--- config.mk ---
export PLATFORM = sky130hd
export DESIGN_NAME = ctrl_regs_flat
export DESIGN_NICKNAME = d
export VERILOG_FILES = /design/src/rtl/bus_pkg.sv /design/src/rtl/soc_map_pkg.sv /design/src/rtl/mem_if.sv /design/src/rtl/ctrl_regs.sv /design/src/flat_wrapper.sv
export SDC_FILE = /design/constraint.sdc
export NUM_CORES = 1
export LEC_CHECK = 0
export BUFFER_PORTS_ARGS = -buffer_cell sky130_fd_sc_hd__buf_2
export CORE_MARGIN = 2
export CORE_UTILIZATION = 49
export DETAILED_ROUTE_END_ITERATION = 10
export PLACE_DENSITY = 0.89
export SLEW_MARGIN = 40
export SYNTH_ARGS = -nofsm -noshare
export SYNTH_HDL_FRONTEND = slang
export SYNTH_SLANG_ARGS = --single-unit
--- constraint.sdc ---
create_clock -name clk_i -period 2.3 [get_ports clk_i]
set_clock_uncertainty 0.05 [all_clocks]
set_input_delay 0.115 -clock clk_i [delete_from_list [all_inputs] [get_ports clk_i]]
set_output_delay 0.115 -clock clk_i [all_outputs]
set_load 0.01 [all_outputs]
--- src/rtl/bus_pkg.sv ---
////////////////////////////////////////////////////////////
// Bus word, address and strobe types of the fabric
// One strobe bit per byte of the 64-bit word
// Lane 0 of the APB view is the low half (address bit 2 clear)
////////////////////////////////////////////////////////////

package bus_pkg;

  localparam int unsigned AddrWidth    = 32;
  localparam int unsigned DataWidth    = 64;
  localparam int unsigned StrbWidth    = DataWidth / 8;
  localparam int unsigned ApbDataWidth = 32;
  localparam int unsigned OffsetWidth  = $clog2(StrbWidth);

  typedef logic [AddrWidth-1:0]    bus_addr_t;
  typedef logic [DataWidth-1:0]    bus_word_t;
  typedef logic [StrbWidth-1:0]    bus_strb_t;
  typedef logic [ApbDataWidth-1:0] apb_word_t;

  // Same 64 bits, seen whole or as two APB lanes
  typedef union packed {
    bus_word_t                                 word;
    apb_word_t [DataWidth/ApbDataWidth-1:0]    lane;
  } bus_word_u;

  // Byte-enabled update of a stored word
  function automatic bus_word_t merge_be(bus_word_t old_w, bus_word_t new_w, bus_strb_t be);
    bus_word_t res;
    res = old_w;
    for (int i = 0; i < StrbWidth; i++) begin
      if (be[i]) res[8*i +: 8] = new_w[8*i +: 8];
    end
    return res;
  endfunction

endpackage

--- src/rtl/soc_map_pkg.sv ---
////////////////////////////////////////////////////////////
// Fixed memory map of the fabric, built on bus_pkg types
// DRAM window is exactly the L2 size, so no aliasing
// Register offsets are relative to CtrlBase
////////////////////////////////////////////////////////////

package soc_map_pkg;

  // Memory map
  localparam bus_pkg::bus_addr_t DramBase   = 32'h8000_0000;
  localparam bus_pkg::bus_addr_t DramLength = 32'h0000_2000;
  localparam bus_pkg::bus_addr_t UartBase   = 32'hC000_0000;
  localparam bus_pkg::bus_addr_t UartLength = 32'h0000_1000;
  localparam bus_pkg::bus_addr_t CtrlBase   = 32'hD000_0000;
  localparam bus_pkg::bus_addr_t CtrlLength = 32'h0000_1000;

  // Decoded target of a request
  typedef enum logic [1:0] {
    RegionDram = 2'd0,
    RegionUart = 2'd1,
    RegionCtrl = 2'd2,
    RegionNone = 2'd3
  } soc_region_e;

  // Control register offsets
  localparam bus_pkg::bus_addr_t ExitOffset    = 32'h0000_0000;
  localparam bus_pkg::bus_addr_t HwCntEnOffset = 32'h0000_0008;

  // L2 geometry
  localparam int unsigned L2NumWords = 1024;
  localparam int unsigned L2IdxWidth = 10;

endpackage

--- src/rtl/mem_if.sv ---
////////////////////////////////////////////////////////////
// One request and its response between controller and target
// req is a single-cycle pulse, answered by one rvalid pulse
// rdata only carries meaning on reads
////////////////////////////////////////////////////////////

`timescale 1ns/100ps

interface mem_if;

  logic                  req;
  logic                  we;
  bus_pkg::bus_addr_t    addr;
  bus_pkg::bus_word_t    wdata;
  bus_pkg::bus_strb_t    be;
  bus_pkg::bus_word_t    rdata;
  logic                  rvalid;

  modport initiator (
    output req, we, addr, wdata, be,
    input  rdata, rvalid
  );

  modport target (
    input  req, we, addr, wdata, be,
    output rdata, rvalid
  );

endinterface

--- src/rtl/ctrl_regs.sv ---
////////////////////////////////////////////////////////////
// Exit and counter-enable registers
// Any other offset reads zero, writes to it are dropped
////////////////////////////////////////////////////////////

`timescale 1ns/100ps

module ctrl_regs (
  input  logic               clk_i,
  input  logic               rst_n_i,
  mem_if.target              bus,
  output bus_pkg::bus_word_t exit_o,
  output bus_pkg::bus_word_t hw_cnt_en_o
);

  logic               sel_exit;
  logic               sel_cnt;
  logic               rvalid_q;
  bus_pkg::bus_word_t exit_q;
  bus_pkg::bus_word_t hw_cnt_en_q;
  bus_pkg::bus_word_t rdata_q;

  assign sel_exit = (bus.addr == soc_map_pkg::ExitOffset);
  assign sel_cnt  = (bus.addr == soc_map_pkg::HwCntEnOffset);

  always_ff @(posedge clk_i) begin
    if (!rst_n_i) begin
      exit_q      <= '0;
      hw_cnt_en_q <= '0;
      rvalid_q    <= 1'b0;
    end else begin
      rvalid_q <= bus.req;
      if (bus.req && bus.we) begin
        if (sel_exit) begin
          exit_q <= bus_pkg::merge_be(exit_q, bus.wdata, bus.be);
        end
        if (sel_cnt) begin
          hw_cnt_en_q <= bus_pkg::merge_be(hw_cnt_en_q, bus.wdata, bus.be);
        end
      end
    end
  end

  // Readback
  always_ff @(posedge clk_i) begin
    if (bus.req) begin
      if (sel_exit) begin
        rdata_q <= exit_q;
      end else if (sel_cnt) begin
        rdata_q <= hw_cnt_en_q;
      end else begin
        rdata_q <= '0;
      end
    end
  end

  assign bus.rdata   = rdata_q;
  assign bus.rvalid  = rvalid_q;
  assign exit_o      = exit_q;
  assign hw_cnt_en_o = hw_cnt_en_q;

endmodule

--- src/flat_wrapper.sv ---
// flat-port wrapper written by rule: the top's interface ports become plain ports
module ctrl_regs_flat 
  (clk_i, rst_n_i, exit_o, hw_cnt_en_o, bus_req, bus_we, bus_addr, bus_wdata, bus_be, bus_rdata, bus_rvalid);
  mem_if bus_i ();
  input  logic clk_i;
  input  logic rst_n_i;
  output bus_pkg::bus_word_t exit_o;
  output bus_pkg::bus_word_t hw_cnt_en_o;
  input wire logic [$bits(bus_i.req)-1:0] bus_req;
  input wire logic [$bits(bus_i.we)-1:0] bus_we;
  input wire logic [$bits(bus_i.addr)-1:0] bus_addr;
  input wire logic [$bits(bus_i.wdata)-1:0] bus_wdata;
  input wire logic [$bits(bus_i.be)-1:0] bus_be;
  output wire logic [$bits(bus_i.rdata)-1:0] bus_rdata;
  output wire logic [$bits(bus_i.rvalid)-1:0] bus_rvalid;
  assign bus_i.req = bus_req;
  assign bus_i.we = bus_we;
  assign bus_i.addr = bus_addr;
  assign bus_i.wdata = bus_wdata;
  assign bus_i.be = bus_be;
  assign bus_rdata = bus_i.rdata;
  assign bus_rvalid = bus_i.rvalid;
  ctrl_regs u_core (.clk_i(clk_i), .rst_n_i(rst_n_i), .bus(bus_i), .exit_o(exit_o), .hw_cnt_en_o(hw_cnt_en_o));
endmodule
==> qor.yml <==
synth_top_cell_by_area: "dfxtp_1"
ir_worst_vdd_mv: 0.436
slew_viol_final: 0
status: "finished clean"
tightest_slew_ps: 599
grt_pass1_vias: 7246
synth_seq_cells: 193
row_count: 46
clock.fmax_ghz: 0.602
place.gp.congestion: 0.833
start_kind: "primary input"
ant_nets: 0
yosysSeqAreaShare: 0.557
die_h_um: 133
nNetsFinal: 1205
p_switching_mw: 1.56
finalHoldViolations: 0
fp.dieArea_sq_um: 17600
switching_share: 0.226
period_minus_slack_ps: 1660
synth_top_area_share: 0.319
clk_latency_ps: 420
syn_inst: 718
dp_hpwl_um: 15300
via_per_inst: 5.21
grt_max_degree: 63
ctsHoldBuffers: 64
grt_pass1_wl_um: 37200
syn-num-nets: 826
pwr-share-clk: 0.404
htree_levels: 4
cts_setup_buffers: 0
setup_viol: 0
areaGrowthSynthToFinish_pct: 38.4
antenna_found_initial: 0
maxSlewHeadroom: 0.601
leakage_nw: 4.80
holdCritPathClass: "primary input to register"
p_per_area_nw_per_um2: 616
setup_tns_ps: 0
cts.sinks: 193
grt-ovfl-total: 0
critPathCaptureType: "register"
finalCritPeriodShare: 0.722
wirelength_um: 23800
synth_area_leaders: "dfxtp_1 (32%), mux2i_1 (24%), edfxtp_1 (24%)"
synth_area_sq_um: 8090
yosysWarnings: 0
whs_ps: 64.8
maxCapViolCount: 0
num_vias: 6907
drc_errors: 0
core-area_sq_um: 16000
diodes: 0
path_clk_slew_ps: 70
start_util: 0.506
crit_type: "primary input to register"
combPwrFrac: 0.077
port_buffers: 300
path_max_fanout: 10
cts_tree: "done"
groute.usage.overall: 0.267
pwr-share-seq: 0.520
rsz0062_at_grt: "no"
synth.avg_cell_area_sq_um: 11.3
dr.pass1.iters: 5
synthDistinctLibCells: 17
cts_root_buf: "clkbuf_16"
cts_buffer_depth: 2
cts_buffers: 17
intPower_mw: 5.34
critPathArrivalTime_ps: 1950
drt-initial-drc-count: 387
required_ps: 2590
num_io_pins: 301
min_path_cells: 1
die_w_um: 133
ff2ff_path_depth: 2
drive_gt1_frac: 0.351
wire_per_inst_um: 17.9
cts_resized: 0
## cells by family (layout without fill, tap and decap cells)
kind of cell           after synthesis  after routing  synth area share
flip-flops                         193            193             0.557
AND/OR/NAND/NOR                    294            294             0.185
multiplexers                       192            192             0.238
buffers and inverters               39            431            0.0204
## synth_stat cells
| library cell | instances |
|---|---|
| and2_1 | 1 |
| buf_1 | 3 |
| buf_6 | 1 |
| buf_8 | 1 |
| clkbuf_1 | 34 |
| dfxtp_1 | 129 |
| edfxtp_1 | 64 |
| mux2i_1 | 192 |
| nand2_1 | 200 |
| nand2_2 | 1 |
| nand2b_1 | 1 |
| nand4_4 | 2 |
| nor2_1 | 64 |
| nor3_1 | 1 |
| nor4_2 | 6 |
| nor4_4 | 17 |
| or2_1 | 1 |
## path summary, 6_finish.rpt
check | to | startpoint | slack (ps)
max | u_core.hw_cnt_en_o[37] | bus_addr[15] | 640
min reg2reg | u_core.hw_cnt_en_o[2] | u_core.hw_cnt_en_o[2] | 420
min | u_core.bus.rdata[50] | bus_req | 60
max reg2reg | u_core.bus.rdata[6] | u_core.hw_cnt_en_o[6] | 1370
## power by group through the flow
stage                     registers [mW]  clock network, mW  logic [mW]
after floorplan                     3.70                  0       0.161
after global placement              3.66                  0       0.424
after detailed placement            3.66                  0       0.430
after CTS                           3.59               2.81       0.516
after global routing                3.59               2.96       0.561
final                               3.59               2.79       0.529
## critical path, stage by stage
cell and delay [ps]:
buf_2 100, nor4_2 360, nand4_4 350, buf_4 300, nor4_4 250, buf_4 240
mux2i_1 220
## cell type report
type	count	area [sq um]
Sequential cell	193	4500
Clock buffer	24	503
Timing Repair Buffer	399	2450
Fill cell	1119	4800
Tap cell	216	270
Clock inverter	8	51.3
Multi-Input combinational cell	486	3420
## metrics by stage
step	cell area [sq um]	setup slack, ps	total power [mW]	instances	utilization
5_1_grt	11200	512	7.11	1326	0.700
4_1_cts	11200	632	6.91	1326	0.700
2_1_floorplan	8090	340	3.86	718	-
3_5_place_dp	10000	181	4.09	1230	0.625
6_report	11200	640	6.90	1326	0.700
3_3_place_gp	10000	293	4.08	1230	0.625
## state kept, by name, indices dropped and copies added, names as in the netlist
name,flops
u_core.exit_o,64
u_core.hw_cnt_en_o,64
u_core.bus.rvalid,1
u_core.bus.rdata,64
## per-layer routing
metal / global-route usage / part of all wire / vias up / routed length [um]
li1: - / - / 3226 / -
met1: 0.304 / 0.38 / 3279 / 9040
met2: 0.481 / 0.53 / 348 / 12500
met3: 0.0605 / 0.067 / 54 / 1600
met4: 0.112 / 0.027 / 0 / 642
met5: 0 / 0 / - / 0
## cell usage in the layout, fill, tap and decap left out, types with 2 or more instances in the layout
master / synthesis / routed
clkbuf_16: 0 / 18
buf_4: 0 / 35
nor4_4: 17 / 17
dfxtp_1: 129 / 129
nand4_4: 2 / 2
mux2i_1: 192 / 192
clkbuf_1: 34 / 3
clkinvlp_4: 0 / 2
clkinv_2: 0 / 3
buf_2: 0 / 297
nand2_1: 200 / 200
edfxtp_1: 64 / 64
nor2_1: 64 / 64
clkbuf_8: 0 / 3
nor4_2: 6 / 6
buf_12: 0 / 3
dlygate4sd3_1: 0 / 64
(Power assumes the default switching activity.)
