[src/rtl/bus_pkg.sv]
////////////////////////////////////////////////////////////
// Bus word, address and strobe types of the fabric
// One strobe bit per byte of the 64-bit word
// Lane 0 of the APB view is the low half (address bit 2 clear)
////////////////////////////////////////////////////////////

package bus_pkg;

  localparam int unsigned AddrWidth    = 32;
  localparam int unsigned DataWidth    = 64;
  localparam int unsigned StrbWidth    = DataWidth / 8;
  localparam int unsigned ApbDataWidth = 32;
  localparam int unsigned OffsetWidth  = $clog2(StrbWidth);

  typedef logic [AddrWidth-1:0]    bus_addr_t;
  typedef logic [DataWidth-1:0]    bus_word_t;
  typedef logic [StrbWidth-1:0]    bus_strb_t;
  typedef logic [ApbDataWidth-1:0] apb_word_t;

  // Same 64 bits, seen whole or as two APB lanes
  typedef union packed {
    bus_word_t                                 word;
    apb_word_t [DataWidth/ApbDataWidth-1:0]    lane;
  } bus_word_u;

  // Byte-enabled update of a stored word
  function automatic bus_word_t merge_be(bus_word_t old_w, bus_word_t new_w, bus_strb_t be);
    bus_word_t res;
    res = old_w;
    for (int i = 0; i < StrbWidth; i++) begin
      if (be[i]) res[8*i +: 8] = new_w[8*i +: 8];
    end
    return res;
  endfunction

endpackage

[src/rtl/soc_map_pkg.sv]
////////////////////////////////////////////////////////////
// Fixed memory map of the fabric, built on bus_pkg types
// DRAM window is exactly the L2 size, so no aliasing
// Register offsets are relative to CtrlBase
////////////////////////////////////////////////////////////

package soc_map_pkg;

  // Memory map
  localparam bus_pkg::bus_addr_t DramBase   = 32'h8000_0000;
  localparam bus_pkg::bus_addr_t DramLength = 32'h0000_2000;
  localparam bus_pkg::bus_addr_t UartBase   = 32'hC000_0000;
  localparam bus_pkg::bus_addr_t UartLength = 32'h0000_1000;
  localparam bus_pkg::bus_addr_t CtrlBase   = 32'hD000_0000;
  localparam bus_pkg::bus_addr_t CtrlLength = 32'h0000_1000;

  // Decoded target of a request
  typedef enum logic [1:0] {
    RegionDram = 2'd0,
    RegionUart = 2'd1,
    RegionCtrl = 2'd2,
    RegionNone = 2'd3
  } soc_region_e;

  // Control register offsets
  localparam bus_pkg::bus_addr_t ExitOffset    = 32'h0000_0000;
  localparam bus_pkg::bus_addr_t HwCntEnOffset = 32'h0000_0008;

  // L2 geometry
  localparam int unsigned L2NumWords = 1024;
  localparam int unsigned L2IdxWidth = 10;

endpackage

[src/rtl/mem_if.sv]
////////////////////////////////////////////////////////////
// One request and its response between controller and target
// req is a single-cycle pulse, answered by one rvalid pulse
// rdata only carries meaning on reads
////////////////////////////////////////////////////////////

`timescale 1ns/100ps

interface mem_if;

  logic                  req;
  logic                  we;
  bus_pkg::bus_addr_t    addr;
  bus_pkg::bus_word_t    wdata;
  bus_pkg::bus_strb_t    be;
  bus_pkg::bus_word_t    rdata;
  logic                  rvalid;

  modport initiator (
    output req, we, addr, wdata, be,
    input  rdata, rvalid
  );

  modport target (
    input  req, we, addr, wdata, be,
    output rdata, rvalid
  );

endinterface

[src/rtl/bus_ctrl.sv]
////////////////////////////////////////////////////////////
// Single-outstanding request router
// gnt_o is high when idle and in the response cycle
// Targets see the address as an offset from their base
// Unmapped requests answer with err_o and zero data
////////////////////////////////////////////////////////////

`timescale 1ns/100ps

module bus_ctrl (
  input  logic               clk_i,
  input  logic               rst_n_i,
  input  logic               req_i,
  input  logic               we_i,
  input  bus_pkg::bus_addr_t addr_i,
  input  bus_pkg::bus_word_t wdata_i,
  input  bus_pkg::bus_strb_t be_i,
  output logic               gnt_o,
  output logic               rvalid_o,
  output logic               err_o,
  output bus_pkg::bus_word_t rdata_o,
  input  logic               uart_err_i,
  mem_if.initiator           l2_bus,
  mem_if.initiator           uart_bus,
  mem_if.initiator           ctrl_bus
);

  logic                     accept;
  logic                     busy_q;
  logic                     pulse_q;
  logic                     none_rvalid_q;
  soc_map_pkg::soc_region_e region_d;
  soc_map_pkg::soc_region_e region_q;
  bus_pkg::bus_addr_t       offset_d;
  bus_pkg::bus_addr_t       addr_q;
  logic                     we_q;
  bus_pkg::bus_word_t       wdata_q;
  bus_pkg::bus_strb_t       be_q;

  assign gnt_o  = !busy_q || rvalid_o;
  assign accept = req_i && gnt_o;

  // Address decode, wrap-around subtraction covers both bounds
  always_comb begin
    region_d = soc_map_pkg::RegionNone;
    offset_d = addr_i;
    if ((addr_i - soc_map_pkg::DramBase) < soc_map_pkg::DramLength) begin
      region_d = soc_map_pkg::RegionDram;
      offset_d = addr_i - soc_map_pkg::DramBase;
    end else if ((addr_i - soc_map_pkg::UartBase) < soc_map_pkg::UartLength) begin
      region_d = soc_map_pkg::RegionUart;
      offset_d = addr_i - soc_map_pkg::UartBase;
    end else if ((addr_i - soc_map_pkg::CtrlBase) < soc_map_pkg::CtrlLength) begin
      region_d = soc_map_pkg::RegionCtrl;
      offset_d = addr_i - soc_map_pkg::CtrlBase;
    end
  end

  ////////////////////////////////////////////////////////////
  // Idle/busy machine
  ////////////////////////////////////////////////////////////

  always_ff @(posedge clk_i) begin
    if (!rst_n_i) begin
      busy_q        <= 1'b0;
      pulse_q       <= 1'b0;
      none_rvalid_q <= 1'b0;
      region_q      <= soc_map_pkg::RegionNone;
    end else begin
      pulse_q       <= accept;
      // Unmapped answer mirrors the one-cycle target latency
      none_rvalid_q <= pulse_q && (region_q == soc_map_pkg::RegionNone);
      if (accept) begin
        busy_q   <= 1'b1;
        region_q <= region_d;
      end else if (rvalid_o) begin
        busy_q <= 1'b0;
      end
    end
  end

  always_ff @(posedge clk_i) begin
    if (accept) begin
      addr_q  <= offset_d;
      we_q    <= we_i;
      wdata_q <= wdata_i;
      be_q    <= be_i;
    end
  end

  ////////////////////////////////////////////////////////////
  // Request fan-out
  ////////////////////////////////////////////////////////////

  assign l2_bus.req   = pulse_q && (region_q == soc_map_pkg::RegionDram);
  assign l2_bus.we    = we_q;
  assign l2_bus.addr  = addr_q;
  assign l2_bus.wdata = wdata_q;
  assign l2_bus.be    = be_q;

  assign uart_bus.req   = pulse_q && (region_q == soc_map_pkg::RegionUart);
  assign uart_bus.we    = we_q;
  assign uart_bus.addr  = addr_q;
  assign uart_bus.wdata = wdata_q;
  assign uart_bus.be    = be_q;

  assign ctrl_bus.req   = pulse_q && (region_q == soc_map_pkg::RegionCtrl);
  assign ctrl_bus.we    = we_q;
  assign ctrl_bus.addr  = addr_q;
  assign ctrl_bus.wdata = wdata_q;
  assign ctrl_bus.be    = be_q;

  // Response from the routed target only
  always_comb begin
    case (region_q)
      soc_map_pkg::RegionDram: begin
        rvalid_o = l2_bus.rvalid;
        rdata_o  = l2_bus.rdata;
        err_o    = 1'b0;
      end
      soc_map_pkg::RegionUart: begin
        rvalid_o = uart_bus.rvalid;
        rdata_o  = uart_bus.rdata;
        err_o    = uart_err_i;
      end
      soc_map_pkg::RegionCtrl: begin
        rvalid_o = ctrl_bus.rvalid;
        rdata_o  = ctrl_bus.rdata;
        err_o    = 1'b0;
      end
      default: begin
        rvalid_o = none_rvalid_q;
        rdata_o  = '0;
        err_o    = none_rvalid_q;
      end
    endcase
  end

endmodule

[src/flat_wrapper.sv]
// flat-port wrapper written by rule: the top's interface ports become plain ports
module bus_ctrl_flat 
  (clk_i, rst_n_i, req_i, we_i, addr_i, wdata_i, be_i, gnt_o, rvalid_o, err_o, rdata_o, uart_err_i, l2_bus_req, l2_bus_we, l2_bus_addr, l2_bus_wdata, l2_bus_be, l2_bus_rdata, l2_bus_rvalid, uart_bus_req, uart_bus_we, uart_bus_addr, uart_bus_wdata, uart_bus_be, uart_bus_rdata, uart_bus_rvalid, ctrl_bus_req, ctrl_bus_we, ctrl_bus_addr, ctrl_bus_wdata, ctrl_bus_be, ctrl_bus_rdata, ctrl_bus_rvalid);
  mem_if l2_bus_i ();
  mem_if uart_bus_i ();
  mem_if ctrl_bus_i ();
  input  logic clk_i;
  input  logic rst_n_i;
  input  logic req_i;
  input  logic we_i;
  input  bus_pkg::bus_addr_t addr_i;
  input  bus_pkg::bus_word_t wdata_i;
  input  bus_pkg::bus_strb_t be_i;
  output logic gnt_o;
  output logic rvalid_o;
  output logic err_o;
  output bus_pkg::bus_word_t rdata_o;
  input  logic uart_err_i;
  output wire logic [$bits(l2_bus_i.req)-1:0] l2_bus_req;
  output wire logic [$bits(l2_bus_i.we)-1:0] l2_bus_we;
  output wire logic [$bits(l2_bus_i.addr)-1:0] l2_bus_addr;
  output wire logic [$bits(l2_bus_i.wdata)-1:0] l2_bus_wdata;
  output wire logic [$bits(l2_bus_i.be)-1:0] l2_bus_be;
  input wire logic [$bits(l2_bus_i.rdata)-1:0] l2_bus_rdata;
  input wire logic [$bits(l2_bus_i.rvalid)-1:0] l2_bus_rvalid;
  output wire logic [$bits(uart_bus_i.req)-1:0] uart_bus_req;
  output wire logic [$bits(uart_bus_i.we)-1:0] uart_bus_we;
  output wire logic [$bits(uart_bus_i.addr)-1:0] uart_bus_addr;
  output wire logic [$bits(uart_bus_i.wdata)-1:0] uart_bus_wdata;
  output wire logic [$bits(uart_bus_i.be)-1:0] uart_bus_be;
  input wire logic [$bits(uart_bus_i.rdata)-1:0] uart_bus_rdata;
  input wire logic [$bits(uart_bus_i.rvalid)-1:0] uart_bus_rvalid;
  output wire logic [$bits(ctrl_bus_i.req)-1:0] ctrl_bus_req;
  output wire logic [$bits(ctrl_bus_i.we)-1:0] ctrl_bus_we;
  output wire logic [$bits(ctrl_bus_i.addr)-1:0] ctrl_bus_addr;
  output wire logic [$bits(ctrl_bus_i.wdata)-1:0] ctrl_bus_wdata;
  output wire logic [$bits(ctrl_bus_i.be)-1:0] ctrl_bus_be;
  input wire logic [$bits(ctrl_bus_i.rdata)-1:0] ctrl_bus_rdata;
  input wire logic [$bits(ctrl_bus_i.rvalid)-1:0] ctrl_bus_rvalid;
  assign l2_bus_req = l2_bus_i.req;
  assign l2_bus_we = l2_bus_i.we;
  assign l2_bus_addr = l2_bus_i.addr;
  assign l2_bus_wdata = l2_bus_i.wdata;
  assign l2_bus_be = l2_bus_i.be;
  assign l2_bus_i.rdata = l2_bus_rdata;
  assign l2_bus_i.rvalid = l2_bus_rvalid;
  assign uart_bus_req = uart_bus_i.req;
  assign uart_bus_we = uart_bus_i.we;
  assign uart_bus_addr = uart_bus_i.addr;
  assign uart_bus_wdata = uart_bus_i.wdata;
  assign uart_bus_be = uart_bus_i.be;
  assign uart_bus_i.rdata = uart_bus_rdata;
  assign uart_bus_i.rvalid = uart_bus_rvalid;
  assign ctrl_bus_req = ctrl_bus_i.req;
  assign ctrl_bus_we = ctrl_bus_i.we;
  assign ctrl_bus_addr = ctrl_bus_i.addr;
  assign ctrl_bus_wdata = ctrl_bus_i.wdata;
  assign ctrl_bus_be = ctrl_bus_i.be;
  assign ctrl_bus_i.rdata = ctrl_bus_rdata;
  assign ctrl_bus_i.rvalid = ctrl_bus_rvalid;
  bus_ctrl u_core (.clk_i(clk_i), .rst_n_i(rst_n_i), .req_i(req_i), .we_i(we_i), .addr_i(addr_i), .wdata_i(wdata_i), .be_i(be_i), .gnt_o(gnt_o), .rvalid_o(rvalid_o), .err_o(err_o), .rdata_o(rdata_o), .uart_err_i(uart_err_i), .l2_bus(l2_bus_i), .uart_bus(uart_bus_i), .ctrl_bus(ctrl_bus_i));
endmodule
[config.mk]
export PLATFORM = sky130hd
export DESIGN_NAME = bus_ctrl_flat
export DESIGN_NICKNAME = d
export VERILOG_FILES = /design/src/rtl/bus_pkg.sv /design/src/rtl/soc_map_pkg.sv /design/src/rtl/mem_if.sv /design/src/rtl/bus_ctrl.sv /design/src/flat_wrapper.sv
export SDC_FILE = /design/constraint.sdc
export NUM_CORES = 1
export LEC_CHECK = 0
export ABC_AREA = 1
export BUFFER_PORTS_ARGS = -buffer_cell sky130_fd_sc_hd__buf_2
export CELL_PAD_IN_SITES_DETAIL_PLACEMENT = 2
export CELL_PAD_IN_SITES_GLOBAL_PLACEMENT = 2
export CORE_AREA = 10 10 262 264
export DETAILED_ROUTE_END_ITERATION = 10
export DIE_AREA = 0 0 272 274
export PLACE_DENSITY = 0.56
export SYNTH_ARGS = -nofsm -noshare
export SYNTH_HDL_FRONTEND = slang
export SYNTH_SLANG_ARGS = --single-unit
[constraint.sdc]
create_clock -name clk_i -period 4 [get_ports clk_i]
set_input_delay 0.8 -clock clk_i [delete_from_list [all_inputs] [get_ports clk_i]]
set_output_delay 0.8 -clock clk_i [all_outputs]
set_load 0.01 [all_outputs]
==> flow_summary.yaml <==
power:
  combinationalPowerShare_pct: 25.5
  power_frac_clock_pct: 30.7
  total_power_mw: 3.31
  internal_power_mw: 2.17
  peakVddDrop_uv: 183
  p_sw_share_pct: 34.7
  p_seq_share_pct: 43.8
  p_leak_nw: 4.87
  p_per_area_nw_per_um2: 336
  p_sw_mw: 1.15
timing:
  setup_violations: 0
  worst_slew_pin_slew_ns: 0.748
  final_max_slew_viol_count: 0
  period_minus_slack_ns: 3.27
  whs_ns: 0.502
  rsz0062_at_grt: "no"
  worst_slack_ns: 0.731
  hold_viol: 0
  skew_ns: 0.0178
  maxSlewHeadroom_pct: 50.1
  clock.fmax_mhz: 306
  setup_tns_ns: 0
  fin_crit_sh_pct: 81.7
worst_setup_path:
  cpPeakStageDelay_ns: 0.57
  regToRegEndpoint: "u_core.ctrl_bus.wdata[42]"
  cp.required_ns: 3.20
  crit_buf_inv: 3
  cp_max_fo: 64
  crit_slowest_cell: "buf_4"
  path_cells: "inv_2, nor2_4, buf_4, nand2_1, nand3_1, buf_2"
  arrival_ns: 2.47
  ff2ff_path_depth: 6
  cp-startpoint: "u_core.region_q[1]"
  reg2reg_from: "u_core.region_q[1]"
  endpoint_kind: "primary output"
  crit_end: "rdata_o[26]"
  cp_num_cells: 6
  critPathTopFamily: "buffers and inverters"
  critPathLaunchType: "flip-flop"
  critPathKind: "flip-flop to primary output"
  reg2reg_slack_ns: 1.51
route:
  first_pass_iters: 4
  wl_per_cell_um: 20.9
  drt_first_iter_violations: 203
  routed_wl_mm: 42.8
  dr_total_vias: 6802
  drc: 0
  antenna_left: 0
  vias_per_cell: 3.32
final_layout:
  fin_cells: 2050
  multi_input_comb_area_um2: 1590
  fillCellCount: 7638
  fin_nets: 1495
  regArea_um2: 3250
  drive_gt1_share_pct: 60.8
  area_growth_pct: 48.3
worst_hold_path:
  hp-class: "flip-flop to flip-flop"
  min_from: "u_core.pulse_q"
synthesis:
  netlist_area_um2: 6650
  synth.net_count: 1029
  yosys.area_share.adder_pct: 1.13
  yosys_register_bits: 110
  synthMuxAreaShare_pct: 0
  synth-simple-area-share_pct: 22.4
  avgSynthCellArea_um2: 9.24
  ys_warn_count: 0
  synth_xor_area_share_pct: 0
  synthDistinctLibCells: 22
  synth_top_family_by_area: "buffers and inverters"
  seq_area_frac_synth_pct: 48.9
  synth_compound_area_share_pct: 0.226
  synthCells: 719
cts:
  ctsResizeCount: 0
  cts_sinks: 110
  cts_buffer_depth: 2
  insertion_delay_ns: 0.40
  clkSlewWorstSetupHoldPaths_ns: 0.09
  cts_tree: "yes"
  htree_num_levels: 3
  root_buffer: "clkbuf_16"
  cts_made_buffers: 9
  hold_buffers: 0
  post_cts_buffers: 0
place:
  hpwlAfterDp_mm: 37.4
  dpl_worst_slack_ns: 1.10
  numPortBuffers: 688
  gp_congestion: 0.860
  dp.cells: 2029
global_route:
  grt_use_met2_pct: 20.0
  grt_pass1_wl_mm: 58.1
  grt_pass1_vias: 7895
  use_met1_pct: 10.6
  antenna_found_initial: 15
  grt_busiest_layer: "met2"
  grt_overflow: 0
  track_usage_pct: 10.7
  grt_max_degree: 65
  met3_usage_pct: 4.65
die:
  die_h_um: 274
  fp.dieArea_um2: 74500
  initial_core_util_pct: 10.4
  coreArea_um2: 63600
  rows: 93
  die_x_um: 272
  ios: 689
run_status:
  status: "complete, no violations"
job:
  drv_cap: 0
layer usage:
metal	wire length [um]	vias up
met5	39	-
met4	815	6
met3	4480	42
met2	22500	429
met1	15000	3219
li1	-	3106
cells in the mapped netlist, drive strengths merged:
cell	number	area share [%]
and3	1	0.094
nor3	2	0.15
o21ai	1	0.075
nand3b	1	0.11
inv	23	1.3
dfxtp	5	1.5
nand2	165	9.4
a21oi	2	0.15
buf	232	26
nand3	146	11
ha	6	1.1
nor2	22	1.5
nand4	1	0.19
edfxtp	105	47
clkbuf	7	0.40
cells by family (layout without fill, tap and decap cells):
logic type      count (synthesis)  in the layout
flops                         110            110
other cells                     0              5
fa+ha+maj                       6              6
compound gates                  3              3
buf+inv                       262            733
simple gates                  338            338
flip-flops by register name, summed over array words and instances, names as in the netlist:
name                   cells
u_core.ctrl_bus.be         8
u_core.pulse_q             1
u_core.busy_q              1
u_core.region_q            2
u_core.ctrl_bus.addr      32
u_core.ctrl_bus.we         1
u_core.ctrl_bus.wdata     64
u_core.none_rvalid_q       1
worst min path at each step:
stage,slack (ns),end,cells past startpoint
floorplan,0.44,u_core.none_rvalid_q,2
global placement,0.46,u_core.none_rvalid_q,2
detailed placement,0.49,u_core.none_rvalid_q,2
CTS,0.50,u_core.none_rvalid_q,2
global route,0.52,u_core.ctrl_bus.wdata[4],1
finish,0.50,u_core.none_rvalid_q,2
power by group through the flow:
| stage | Combinational [mW] | Sequential [mW] | Clock (mW) |
|---|---|---|---|
| floorplan | 0.472 | 1.47 | 0 |
| global placement | 0.856 | 1.48 | 0 |
| detailed placement | 0.871 | 1.48 | 0 |
| CTS | 0.872 | 1.46 | 1.10 |
| global route | 0.928 | 1.46 | 1.13 |
| finish | 0.845 | 1.45 | 1.02 |
per-stage QoR:
| step | util [%] | area [um2] |
|---|---|---|
| finish | 15.5 | 9860 |
| global route | 15.5 | 9850 |
| CTS | 15.5 | 9840 |
| detailed placement | 15.0 | 9520 |
| global placement | 15.0 | 9520 |
| floorplan | - | 6650 |
worst register-to-register path: stages, from the launching register on:
cell and delay, ns:
dfxtp_1 0.39, inv_2 0.42, nand3_1 0.17, nand4_2 0.16
nor2_2 0.07, nor2_4 0.44, buf_12 0.36
area by class of cell:
cell class	count	area share, %
Inverter	23	0.876
Sequential cell	110	33.0
Antenna cell	5	0.127
Multi-Input combinational cell	347	16.2
Clock inverter	7	1.03
Tap cell	855	10.9
Clock buffer	9	2.28
Timing Repair Buffer	694	35.6
layout by cell type, fill, tap and decap left out, types with 2 or more instances in the layout:
master / count
inv_2: 4
nor2_1: 17
nor3_1: 2
clkbuf_16: 9
clkinv_8: 3
ha_1: 6
buf_2: 688
edfxtp_1: 105
inv_12: 2
a21oi_1: 2
buf_4: 4
nand3_1: 145
buf_12: 2
dfxtp_1: 4
nor2_4: 3
nor2_2: 2
inv_1: 19
diode_2: 5
nand2_1: 164
Power figures use the tool's default switching activity.
