`config.mk`:
```
export PLATFORM = sky130hd
export DESIGN_NAME = uart_apb_bridge_flat
export DESIGN_NICKNAME = d
export VERILOG_FILES = /design/src/rtl/bus_pkg.sv /design/src/rtl/mem_if.sv /design/src/rtl/uart_apb_bridge.sv /design/src/flat_wrapper.sv
export SDC_FILE = /design/constraint.sdc
export NUM_CORES = 1
export LEC_CHECK = 0
export ABC_AREA = 1
export BUFFER_PORTS_ARGS = -buffer_cell sky130_fd_sc_hd__clkbuf_2
export CAP_MARGIN = 10
export CORE_UTILIZATION = 25
export CTS_BUF_LIST = sky130_fd_sc_hd__clkbuf_2 sky130_fd_sc_hd__clkbuf_4 sky130_fd_sc_hd__clkbuf_8
export DETAILED_ROUTE_END_ITERATION = 7
export HOLD_SLACK_MARGIN = 0.06
export PLACE_DENSITY_LB_ADDON = 0.15
export SLEW_MARGIN = 10
export SYNTH_ARGS = -nofsm -noshare
export SYNTH_HDL_FRONTEND = slang
export SYNTH_SLANG_ARGS = --single-unit
```
`constraint.sdc`:
```
create_clock -name clk_i -period 4.4 [get_ports clk_i]
set_input_delay 0.88 -clock clk_i [delete_from_list [all_inputs] [get_ports clk_i]]
set_output_delay 0.88 -clock clk_i [all_outputs]
set_load 0.02 [all_outputs]
```
`src/rtl/bus_pkg.sv`:
```
////////////////////////////////////////////////////////////
// Bus word, address and strobe types of the fabric
// One strobe bit per byte of the 64-bit word
// Lane 0 of the APB view is the low half (address bit 2 clear)
////////////////////////////////////////////////////////////

package bus_pkg;

  localparam int unsigned AddrWidth    = 32;
  localparam int unsigned DataWidth    = 64;
  localparam int unsigned StrbWidth    = DataWidth / 8;
  localparam int unsigned ApbDataWidth = 32;
  localparam int unsigned OffsetWidth  = $clog2(StrbWidth);

  typedef logic [AddrWidth-1:0]    bus_addr_t;
  typedef logic [DataWidth-1:0]    bus_word_t;
  typedef logic [StrbWidth-1:0]    bus_strb_t;
  typedef logic [ApbDataWidth-1:0] apb_word_t;

  // Same 64 bits, seen whole or as two APB lanes
  typedef union packed {
    bus_word_t                                 word;
    apb_word_t [DataWidth/ApbDataWidth-1:0]    lane;
  } bus_word_u;

  // Byte-enabled update of a stored word
  function automatic bus_word_t merge_be(bus_word_t old_w, bus_word_t new_w, bus_strb_t be);
    bus_word_t res;
    res = old_w;
    for (int i = 0; i < StrbWidth; i++) begin
      if (be[i]) res[8*i +: 8] = new_w[8*i +: 8];
    end
    return res;
  endfunction

endpackage

```
`src/rtl/mem_if.sv`:
```
////////////////////////////////////////////////////////////
// One request and its response between controller and target
// req is a single-cycle pulse, answered by one rvalid pulse
// rdata only carries meaning on reads
////////////////////////////////////////////////////////////

`timescale 1ns/100ps

interface mem_if;

  logic                  req;
  logic                  we;
  bus_pkg::bus_addr_t    addr;
  bus_pkg::bus_word_t    wdata;
  bus_pkg::bus_strb_t    be;
  bus_pkg::bus_word_t    rdata;
  logic                  rvalid;

  modport initiator (
    output req, we, addr, wdata, be,
    input  rdata, rvalid
  );

  modport target (
    input  req, we, addr, wdata, be,
    output rdata, rvalid
  );

endinterface

```
`src/rtl/uart_apb_bridge.sv`:
```
////////////////////////////////////////////////////////////
// Request to APB bridge on a single 32-bit lane
// Address bit 2 picks the lane, the other read lane is zero
// No pstrb on this port, writes cover the full lane
////////////////////////////////////////////////////////////

`timescale 1ns/100ps

module uart_apb_bridge (
  input  logic               clk_i,
  input  logic               rst_n_i,
  mem_if.target              bus,
  output logic               err_o,
  output logic               penable_o,
  output logic               pwrite_o,
  output logic               psel_o,
  output bus_pkg::bus_addr_t paddr_o,
  output bus_pkg::apb_word_t pwdata_o,
  input  bus_pkg::apb_word_t prdata_i,
  input  logic               pready_i,
  input  logic               pslverr_i
);

  // psel_q/penable_q encode idle, setup and access
  logic               psel_q;
  logic               penable_q;
  logic               rvalid_q;
  logic               err_q;
  logic               we_q;
  logic               done;
  bus_pkg::bus_addr_t addr_q;
  bus_pkg::apb_word_t pwdata_q;
  bus_pkg::bus_word_u wdata_u;
  bus_pkg::bus_word_u rdata_d;
  bus_pkg::bus_word_u rdata_q;

  assign wdata_u = bus.wdata;
  assign done    = psel_q && penable_q && pready_i;

  always_comb begin
    rdata_d                 = '0;
    rdata_d.lane[addr_q[2]] = prdata_i;
  end

  ////////////////////////////////////////////////////////////
  // Transfer control
  ////////////////////////////////////////////////////////////

  always_ff @(posedge clk_i) begin
    if (!rst_n_i) begin
      psel_q    <= 1'b0;
      penable_q <= 1'b0;
      rvalid_q  <= 1'b0;
      err_q     <= 1'b0;
    end else begin
      rvalid_q <= done;
      err_q    <= done && pslverr_i;
      if (!psel_q) begin
        psel_q <= bus.req;
      end else if (!penable_q) begin
        penable_q <= 1'b1;
      end else if (pready_i) begin
        psel_q    <= 1'b0;
        penable_q <= 1'b0;
      end
    end
  end

  always_ff @(posedge clk_i) begin
    if (!psel_q && bus.req) begin
      addr_q   <= bus.addr;
      we_q     <= bus.we;
      pwdata_q <= wdata_u.lane[bus.addr[2]];
    end
    if (done) begin
      rdata_q <= rdata_d;
    end
  end

  assign psel_o    = psel_q;
  assign penable_o = penable_q;
  assign pwrite_o  = we_q;
  assign paddr_o   = addr_q;
  assign pwdata_o  = pwdata_q;

  assign bus.rdata  = rdata_q.word;
  assign bus.rvalid = rvalid_q;
  assign err_o      = err_q;

endmodule

```
`src/flat_wrapper.sv`:
```
// flat-port wrapper written by rule: the top's interface ports become plain ports
module uart_apb_bridge_flat 
  (clk_i, rst_n_i, err_o, penable_o, pwrite_o, psel_o, paddr_o, pwdata_o, prdata_i, pready_i, pslverr_i, bus_req, bus_we, bus_addr, bus_wdata, bus_be, bus_rdata, bus_rvalid);
  mem_if bus_i ();
  input  logic clk_i;
  input  logic rst_n_i;
  output logic err_o;
  output logic penable_o;
  output logic pwrite_o;
  output logic psel_o;
  output bus_pkg::bus_addr_t paddr_o;
  output bus_pkg::apb_word_t pwdata_o;
  input  bus_pkg::apb_word_t prdata_i;
  input  logic pready_i;
  input  logic pslverr_i;
  input wire logic [$bits(bus_i.req)-1:0] bus_req;
  input wire logic [$bits(bus_i.we)-1:0] bus_we;
  input wire logic [$bits(bus_i.addr)-1:0] bus_addr;
  input wire logic [$bits(bus_i.wdata)-1:0] bus_wdata;
  input wire logic [$bits(bus_i.be)-1:0] bus_be;
  output wire logic [$bits(bus_i.rdata)-1:0] bus_rdata;
  output wire logic [$bits(bus_i.rvalid)-1:0] bus_rvalid;
  assign bus_i.req = bus_req;
  assign bus_i.we = bus_we;
  assign bus_i.addr = bus_addr;
  assign bus_i.wdata = bus_wdata;
  assign bus_i.be = bus_be;
  assign bus_rdata = bus_i.rdata;
  assign bus_rvalid = bus_i.rvalid;
  uart_apb_bridge u_core (.clk_i(clk_i), .rst_n_i(rst_n_i), .bus(bus_i), .err_o(err_o), .penable_o(penable_o), .pwrite_o(pwrite_o), .psel_o(psel_o), .paddr_o(paddr_o), .pwdata_o(pwdata_o), .prdata_i(prdata_i), .pready_i(pready_i), .pslverr_i(pslverr_i));
endmodule
```
==> run summary, run 1 <==
Worst Setup Start Kind: flip-flop
antenna violations before repair: 0
vias in the first global route: 3628
CTS Buf Count: 17
Cell Area, Placed: 6710 um2
Gate power share: 10.0%
core area: 20300 um2
Synth async-reset ratio: 0%
minimum clock period: 2010 ps
crit path DAT: 1130 ps
final WL: 11.8 mm
die height: 146 um
clk_lat worst skew: 430 ps
share of layout cells above drive strength 1: 49.9%
buffers added on ports: 266
root buffer cell: clkbuf_8
Worst Setup SP: u_core.psel_o
I/O pins: 275
GRT Util Overall: 11.4%
Die ar.: 21300 um2
status: complete, no violations
area added between synthesis and finish: 37.1%
Max clock buf depth: 2
Slew headroom: 50.9%
Final period util: 45.6%
Top FF cell, synth: edfxtp_1
H-tree levels: 4
Mapped Cells: 384
Final Hold Vio Count: 0
initial DRC count: 123
f_max: 499 MHz
Total Negative Setup Slacks: 0 ps
maximum VDD drop: 0.197 mV
CP peak stage delay: 480 ps
CP Data Required Time: 3520 ps
register area share after synthesis: 76.3%
Cell variety after synth: 13
Post-Layout Inst Area: 7100 um2
CTS tree: done
clk sink count: 133
Post-synth EDFFs: 129
number of cells on the critical path: 1
WP buf/inv: 1
Net Count, Synth: 526
Die Width: 146 um
Critical R2R Capture: u_core.bus.rdata[44]
Post-DP HPWL: 8.55 mm
PwrDens: 389 nW/um2
CP delay by family, top: flip-flops
largest net degree at the start of global routing: 65
Initial Utilization: 25.5%
Slew @ Worst Pin: 736 ps
mapped cell area: 5180 um2
flop-to-flop setup slack: 2420 ps
post-CTS sizing: 0
power share of the clock group: 36.9%
Setup Buffers After CTS: 0
slowest CP cell: dfxtp_1
crit path to: psel_o
Syn Area/Cell: 13.5 um2
1st-pass router iterations: 4
switching portion of total power: 25.2%
cell chain of the critical path: clkbuf_2
crit end category: output port
Rows: 52
P_sw: 0.696 mW
Setup Viol. Count Final: 0
Ant. Diodes: 0
wire per inst: 12.5 um
Final #Nets: 801
Seq cells post-synth: 133
vias per cell: 3.79
HP Class: reg2reg
cells on worst reg2reg path: 3
first-pass GRT wire length: 18.5 mm
GP Congestion: 0.740
WS Path Type: reg2out
internal power: 2.07 mW
clk_skew: 18.2 ps
Slew Limit Fails: 0
Max-Cap Viols: 0
warnings from Yosys: 0
RSZ-0062 raised after global routing: false
sequential power share: 53.1%
CP Max Fanout: 6
cts hold-fix bufs: 0
total number of vias: 3568
static leakage: 3.48 nW
DRC Markers: 0
Routed Antenna Nets: 0
GR Overflow Total: 0
worst r2r src: u_core.psel_o
clock-pin slew on the worst setup and hold paths: 70 ps
[cells in the mapped netlist, types with 2 or more instances]
| library cell | number | area share [%] |
|---|---|---|
| nor2_1 | 38 | 2.8 |
| nand2_2 | 2 | 0.24 |
| buf_6 | 10 | 2.2 |
| dfxtp_1 | 4 | 1.5 |
| edfxtp_1 | 129 | 75 |
| inv_1 | 100 | 7.2 |
| o21ai_0 | 3 | 0.29 |
| o21ai_2 | 29 | 4.9 |
| buf_8 | 3 | 0.87 |
| nand2_1 | 63 | 4.6 |
[area by class of cell]
cell class	instances	area [um2]
clock buffers	18	241
multi-input cells	137	679
inverters	100	375
well taps	270	338
flip-flops and latches	133	3950
fillers	2112	13200
clock inverters	14	153
repair buffers	270	1360
[per-stage QoR]
stage | power, mW | cells | setup slack [ps] | hold WS [ps] | utilization (%)
global placement | 1.77 | 910 | 1980 | 498 | 33.0
global route | 2.90 | 942 | 2240 | 538 | 35.0
detailed placement | 1.78 | 910 | 1930 | 508 | 33.0
floorplan | 1.66 | 384 | 264 | 569 | -
CTS | 2.83 | 942 | 2360 | 518 | 35.0
finish | 2.76 | 942 | 2390 | 515 | 35.0
[registers in the layout (all words and copies together), names as in the netlist]
signal             count
u_core.paddr_o        32
u_core.psel_o          1
u_core.penable_o       1
u_core.bus.rdata      64
u_core.err_o           1
u_core.bus.rvalid      1
u_core.pwdata_o       32
u_core.pwrite_o        1
[logic make-up (layout without fill, tap and decap cells)]
| family | count (synthesis) | count (layout) | share of synthesized area [%] |
|---|---|---|---|
| AO/OA/AOI/OAI | 32 | 32 | 5.19 |
| buffers and inverters | 114 | 402 | 10.7 |
| flip-flops | 133 | 133 | 76.3 |
| AND/OR/NAND/NOR | 105 | 105 | 7.78 |
[cell usage in the layout, fill, tap and decap left out, drive strengths merged]
cell type / Yosys / layout
nand4: 1 / 1
clkbuf: 0 / 284
bufinv: 0 / 2
buf: 14 / 4
clkinvlp: 0 / 4
nand2: 65 / 65
nand3: 1 / 1
o21ai: 32 / 32
edfxtp: 129 / 129
inv: 100 / 103
clkinv: 0 / 5
nor2: 38 / 38
dfxtp: 4 / 4
[worst min-delay path, cell delays in order, from the launching register on]
cell     delay, ps
dfxtp_1        340
nand4_1        100
nor2_1          40
[worst min path at each step]
| stage | slack [ps] | endpoint | startpoint | cells after the start |
|---|---|---|---|---|
| 4_1_cts | 520 | u_core.err_o | u_core.penable_o | 2 |
| 2_1_floorplan | 570 | u_core.err_o | u_core.penable_o | 2 |
| 5_1_grt | 540 | u_core.bus.rvalid | u_core.penable_o | 2 |
| 3_5_place_dp | 510 | u_core.bus.rvalid | u_core.penable_o | 2 |
| 6_report | 510 | u_core.err_o | u_core.penable_o | 2 |
| 3_3_place_gp | 500 | u_core.err_o | u_core.penable_o | 2 |
[per-layer routing]
metal | global-route usage [%] | wire length (um) | share of wire, % | vias to the layer above
li1 | - | - | - | 1776
met1 | 12.7 | 4840 | 41 | 1598
met2 | 18.6 | 5480 | 47 | 186
met3 | 5.67 | 1330 | 11 | 8
met4 | 4.47 | 130 | 1.1 | 0
met5 | 0 | 0 | 0 | -
[power groups by stage]
stage / Sequential (mW) / Combinational [mW] / Clock, mW
2_1_floorplan: 1.56 / 0.101 / 0
4_1_cts: 1.47 / 0.283 / 1.08
3_3_place_gp: 1.49 / 0.279 / 0
6_report: 1.47 / 0.276 / 1.02
3_5_place_dp: 1.50 / 0.283 / 0
5_1_grt: 1.47 / 0.307 / 1.12
Power figures use the tool's default switching activity.
==> run 2, diff against run 1 <==
- ABC_AREA: 1 -> 0
- clock period: 4.4 -> 1.89 ns (I/O delays scaled with it)
==> run 2 against run 1 <==
  * Final area hardly changed
  * Cell count decreased by 14%
  * Clock-buffer cell count did not move
  * Combinational power is 140% higher
  * Global-route usage decreased by 0.43 points
  * Wire length is 4.2% lower
  * Area after synthesis is 3.8% lower
  * Critical endpoint unchanged
==> run summary, run 2 <==
status: complete, no violations
commonest non-fill, non-tap cell in the layout: clkbuf_2
Synth area leaders: edfxtp_1, mux2_4, and2_1
GRT Util Overall: 11.0%
DRC Markers: 0
final WL: 11.3 mm
hold path depth: 1
die height: 143 um
area fraction of the dominant cell type after synthesis: 77.8%
Rows: 51
cells on worst reg2reg path: 2
Die ar.: 20500 um2
Setup Buffers After CTS: 0
Slew headroom: 76.0%
GP Congestion: 0.710
Mapped Cells: 249
wire per inst: 13.9 um
WP buf/inv: 1
Seq cells post-synth: 133
final core occ: 36.4%
H-tree levels: 4
f_max: 688 MHz
buffers added on ports: 266
CP Max Fanout: 5
CP peak stage delay: 430 ps
flop-to-flop setup slack: 440 ps
Final Hold Vio Count: 0
leading area contributor after synthesis: edfxtp_1
CP Data Required Time: 1510 ps
Top FF cell, synth: edfxtp_1
static leakage: 3.06 nW
core area: 19500 um2
GR Overflow Total: 0
root buffer cell: clkbuf_8
Max clock buf depth: 2
WS Path Type: reg2out
Total Negative Setup Slacks: 0 ps
clk sink count: 133
Initial Utilization: 25.5%
Max-Cap Viols: 0
Die Width: 143 um
warnings from Yosys: 0
Final #Nets: 675
RSZ-0062 raised after global routing: false
Setup Viol. Count Final: 0
count leader, synth: edfxtp_1
vias in the first global route: 3110
total number of vias: 3038
slowest CP cell: dfxtp_1
vias per cell: 3.75
I/O pins: 275
Net Count, Synth: 391
CTS Buf Count: 17
share of layout cells above drive strength 1: 62.1%
Final Worst Setup Slack: 437 ps
Cell variety after synth: 12
Post-synth top cells: edfxtp_1, and2_1, nor2b_1
worst r2r src: u_core.psel_o
Final period util: 76.9%
Post-DP HPWL: 8.14 mm
CP delay by family, top: flip-flops
crit path DAT: 1070 ps
Slew @ Worst Pin: 361 ps
Slew Limit Fails: 0
mapped cell area: 4980 um2
maximum VDD drop: 0.354 mV
hold_sp: bus_addr[7]
HP Class: in2reg
clk_skew: 13.3 ps
initial DRC count: 117
clk_lat worst skew: 430 ps
Syn Area/Cell: 20.0 um2
Worst Hold Path EP: u_core.paddr_o[7]
first-pass GRT wire length: 16.5 mm
post-CTS sizing: 0
max reg flops: 64
clock-pin slew on the worst setup and hold paths: 90 ps
Routed Antenna Nets: 0
cell chain of the critical path: clkbuf_2
crit end category: output port
commonest non-fill, non-tap cells in the layout: clkbuf_2, edfxtp_1, and2_1, nor2b_1, mux2_4
1st-pass router iterations: 4
Ant. Diodes: 0
Synth async-reset ratio: 0%
Worst Setup Start Kind: flip-flop
largest net degree at the start of global routing: 65
PwrDens: 923 nW/um2
Critical R2R Capture: u_core.bus.rdata[40]
antenna violations before repair: 0
pre-CTS WS: 421 ps
CTS tree: done
area added between synthesis and finish: 42.6%
Post-synth EDFFs: 129
minimum clock period: 1450 ps
register area share after synthesis: 79.4%
## run 2: cell count changes in the layout (fill, tap and decap cells not counted), sizes merged, moves of 32 or more
cell | before | now
inv | 103 | 7
nand2 | 65 | 0
nor2 | 38 | 2
and2 | 0 | 33
nor2b | 0 | 33
mux2 | 0 | 32
## run 2: worst max-delay path by stage
stage	from	to	slack, ps	cells after the start
CTS	u_core.paddr_o[2]	paddr_o[2]	380	1
global placement	pready_i	u_core.bus.rdata[8]	450	3
finish	u_core.psel_o	psel_o	440	1
detailed placement	pready_i	u_core.bus.rdata[40]	420	3
global route	u_core.paddr_o[2]	paddr_o[2]	350	1
floorplan	u_core.psel_o	u_core.bus.rdata[0]	-20	2
## run 2: per-layer routing
| metal | wire, um | vias up | track usage (%) |
|---|---|---|---|
| li1 | - | 1484 | - |
| met4 | 65 | 0 | 3.57 |
| met1 | 4390 | 1364 | 11.8 |
| met5 | 0 | - | 0 |
| met3 | 1540 | 4 | 6.87 |
| met2 | 5300 | 186 | 17.6 |
## run 2: metrics by stage
step / cells / area (um2) / hold slack, ps / power, mW
4_1_cts: 807 / 7060 / 63.9 / 6.67
2_1_floorplan: 249 / 4990 / 477 / 3.84
3_3_place_gp: 775 / 6660 / 516 / 4.13
3_5_place_dp: 775 / 6660 / 531 / 4.14
5_1_grt: 811 / 7100 / 63.2 / 6.84
6_report: 811 / 7100 / 113 / 6.55
## run 2: layout make-up
type                            instances  area (um2)
Clock buffer                           18         241
Multi-Input combinational cell        104         925
Fill cell                            1929       12400
Sequential cell                       133        3950
Timing Repair Buffer                  277        1490
Tap cell                              265         332
Clock inverter                         14         166
## run 2: cell families after synthesis
| family | Yosys count | share of synthesized area, % |
|---|---|---|
| AO/OA/AOI/OAI | 2 | 0.201 |
| AND/OR/NAND/NOR | 70 | 8.69 |
| multiplexers | 32 | 9.50 |
| buffers and inverters | 12 | 2.24 |
| flip-flops | 133 | 79.4 |
## run 2: where the power goes
group          leakage (nW)  switching, mW  internal [mW]
clock network         0.199           1.26           1.23
logic                  1.62          0.351          0.306
registers              1.24         0.0333           3.37
## run 2: what timing repair did
action,CTS,global route
endpoints found under the hold margin,0,4
setup endpoints to repair,0,0
hold buffers,0,4
==> run 3, diff against run 2 <==
- ABC_AREA: 0 -> 1
- clock period: 1.89 -> 1.5 ns (I/O delays scaled with it)
==> run 3 against run 2 <==
  * Combinational power is 49% higher
  * Hold slack worse by 2.2 ps
  * Via count is 24% higher
  * Register-to-register slack worse by 320 ps
  * Clock-buffer cell count stayed put
  * Highest routed layer unchanged
  * Largest power group unchanged
  * Total power is 26% higher
  * Core utilization is 1.5 points higher
==> run summary, run 3 (synthesis gave the netlist of run 1 again) <==
status: complete, no violations
CP Data Required Time: 1690 ps
H-tree levels: 4
Total Power: 8.25 mW
Routed Antenna Nets: 0
flop-to-flop setup slack: 110 ps
clk sink count: 133
Slew headroom: 75.2%
GR peak layer: met2
Post-DP HPWL: 8.79 mm
Setup Viol. Count Final: 0
I/O pins: 275
minimum clock period: 1390 ps
Post-Layout Inst Area: 7690 um2
clk_lat worst skew: 430 ps
HP Class: in2reg
GR met3 Demand/Resource: 5.89%
Die ar.: 21300 um2
Die Width: 146 um
Worst Setup SP: u_core.paddr_o[2]
worst r2r src: u_core.paddr_o[2]
fillers: 2026
crit path DAT: 1580 ps
CTS Buf Count: 17
commonest non-fill, non-tap cells in the layout: clkbuf_2, edfxtp_1, inv_1, nand2_1, nor2_1
pre-CTS WS: 117 ps
Slew Limit Fails: 0
CTS tree: done
max reg flops: 64
commonest non-fill, non-tap cell in the layout: clkbuf_2
first-pass GRT wire length: 19.6 mm
vias in the first global route: 3856
vias per cell: 3.81
Final Worst Setup Slack: 113 ps
1st-pass router iterations: 4
f_max: 721 MHz
clk_skew: 10.2 ps
largest net degree at the start of global routing: 55
clock-pin slew on the worst setup and hold paths: 80 ps
root buffer cell: clkbuf_8
buffers added on ports: 266
final WL: 12.5 mm
Multi-input gate area: 692 um2
die height: 146 um
RSZ-0062 raised after global routing: false
wire per inst: 12.6 um
static leakage: 3.73 nW
Initial Utilization: 25.5%
M2 GR Usage: 19.3%
storage element area: 3960 um2
Final Hold Vio Count: 0
total number of vias: 3762
crit end category: flip-flop
maximum VDD drop: 0.456 mV
CP Max Fanout: 22
GRT Util Overall: 12.2%
Cell Area, Placed: 6880 um2
core area: 20300 um2
Max-Cap Viols: 0
WS Path Type: reg2reg
global-route met1 utilization: 14.2%
antenna violations before repair: 0
Final period util: 92.5%
GR Overflow Total: 0
GP Congestion: 0.718
Ant. Diodes: 0
Slew @ Worst Pin: 372 ps
Worst Setup Start Kind: flip-flop
initial DRC count: 126
Final #Nets: 847
share of layout cells above drive strength 1: 48.7%
PwrDens: 1070 nW/um2
Max clock buf depth: 2
area added between synthesis and finish: 48.4%
hold_sp: bus_req
DRC Markers: 0
Rows: 52
[run 3: cell types whose count changed in the layout (fill, tap and decap cells not counted), moves of 3 or more]
cell | before | now
nor2_1 | 2 | 37
mux2_4 | 30 | 0
clkinvlp_4 | 3 | 6
inv_1 | 0 | 99
inv_6 | 5 | 2
o21ai_2 | 0 | 29
buf_4 | 2 | 9
and2_1 | 33 | 0
nand2_1 | 0 | 63
nor2b_1 | 32 | 0
dlygate4sd3_1 | 4 | 33
[run 3: cell type report]
type                       count  share of cell area, %
clock buffer                  18                   3.14
clock inverter                14                   2.00
inverter                     100                   4.93
multi-input combinational    137                   9.00
sequential                   133                   51.5
tap                          270                   4.40
timing repair buffer         316                   25.0
[run 3: worst paths after layout]
kind	end	depth (start not counted)
setup / recovery	u_core.bus.rdata[54]	5
hold / removal	u_core.psel_o	3
setup reg to reg	u_core.bus.rdata[54]	5
hold reg to reg	u_core.penable_o	2
[run 3: repair_timing]
item,in CTS,in global routing
gates cloned,2,0
resized for setup,2,0
hold buffers,33,0
buffers inserted,3,0
setup endpoints to repair,1,1
hold endpoints to repair,33,0
[run 3: where the power goes]
part           switching (mW)  total, mW  internal [mW]
registers              0.0477       4.30           4.25
logic                   0.552      0.976          0.424
clock network            1.46       2.97           1.51
[run 3: per-layer routing]
layer  vias to the layer above  part of all wire (%)  wire (um)
li1                       1869                     -          -
met1                      1690                    42       5260
met2                       192                    45       5680
met3                        11                    11       1360
met4                         0                   1.4        177
met5                         -                     0          0
[run 3: per-stage QoR]
step / util, % / instances / hold WS, ps / setup TNS [ps]
finish: 37.9 / 988 / 111 / 0
global route: 37.9 / 988 / 75.1 / 0
CTS: 38.0 / 989 / 71.5 / -6.55
detailed placement: 33.9 / 919 / 479 / 0
global placement: 33.9 / 919 / 477 / 0
floorplan: - / 384 / 399 / -34170
[run 3: critical path, cell delays in order, from the launching register on]
cell and delay, ps:
edfxtp_1 430, buf_4 170, buf_4 140, bufbuf_16 290, nand2_1 70, inv_1 40
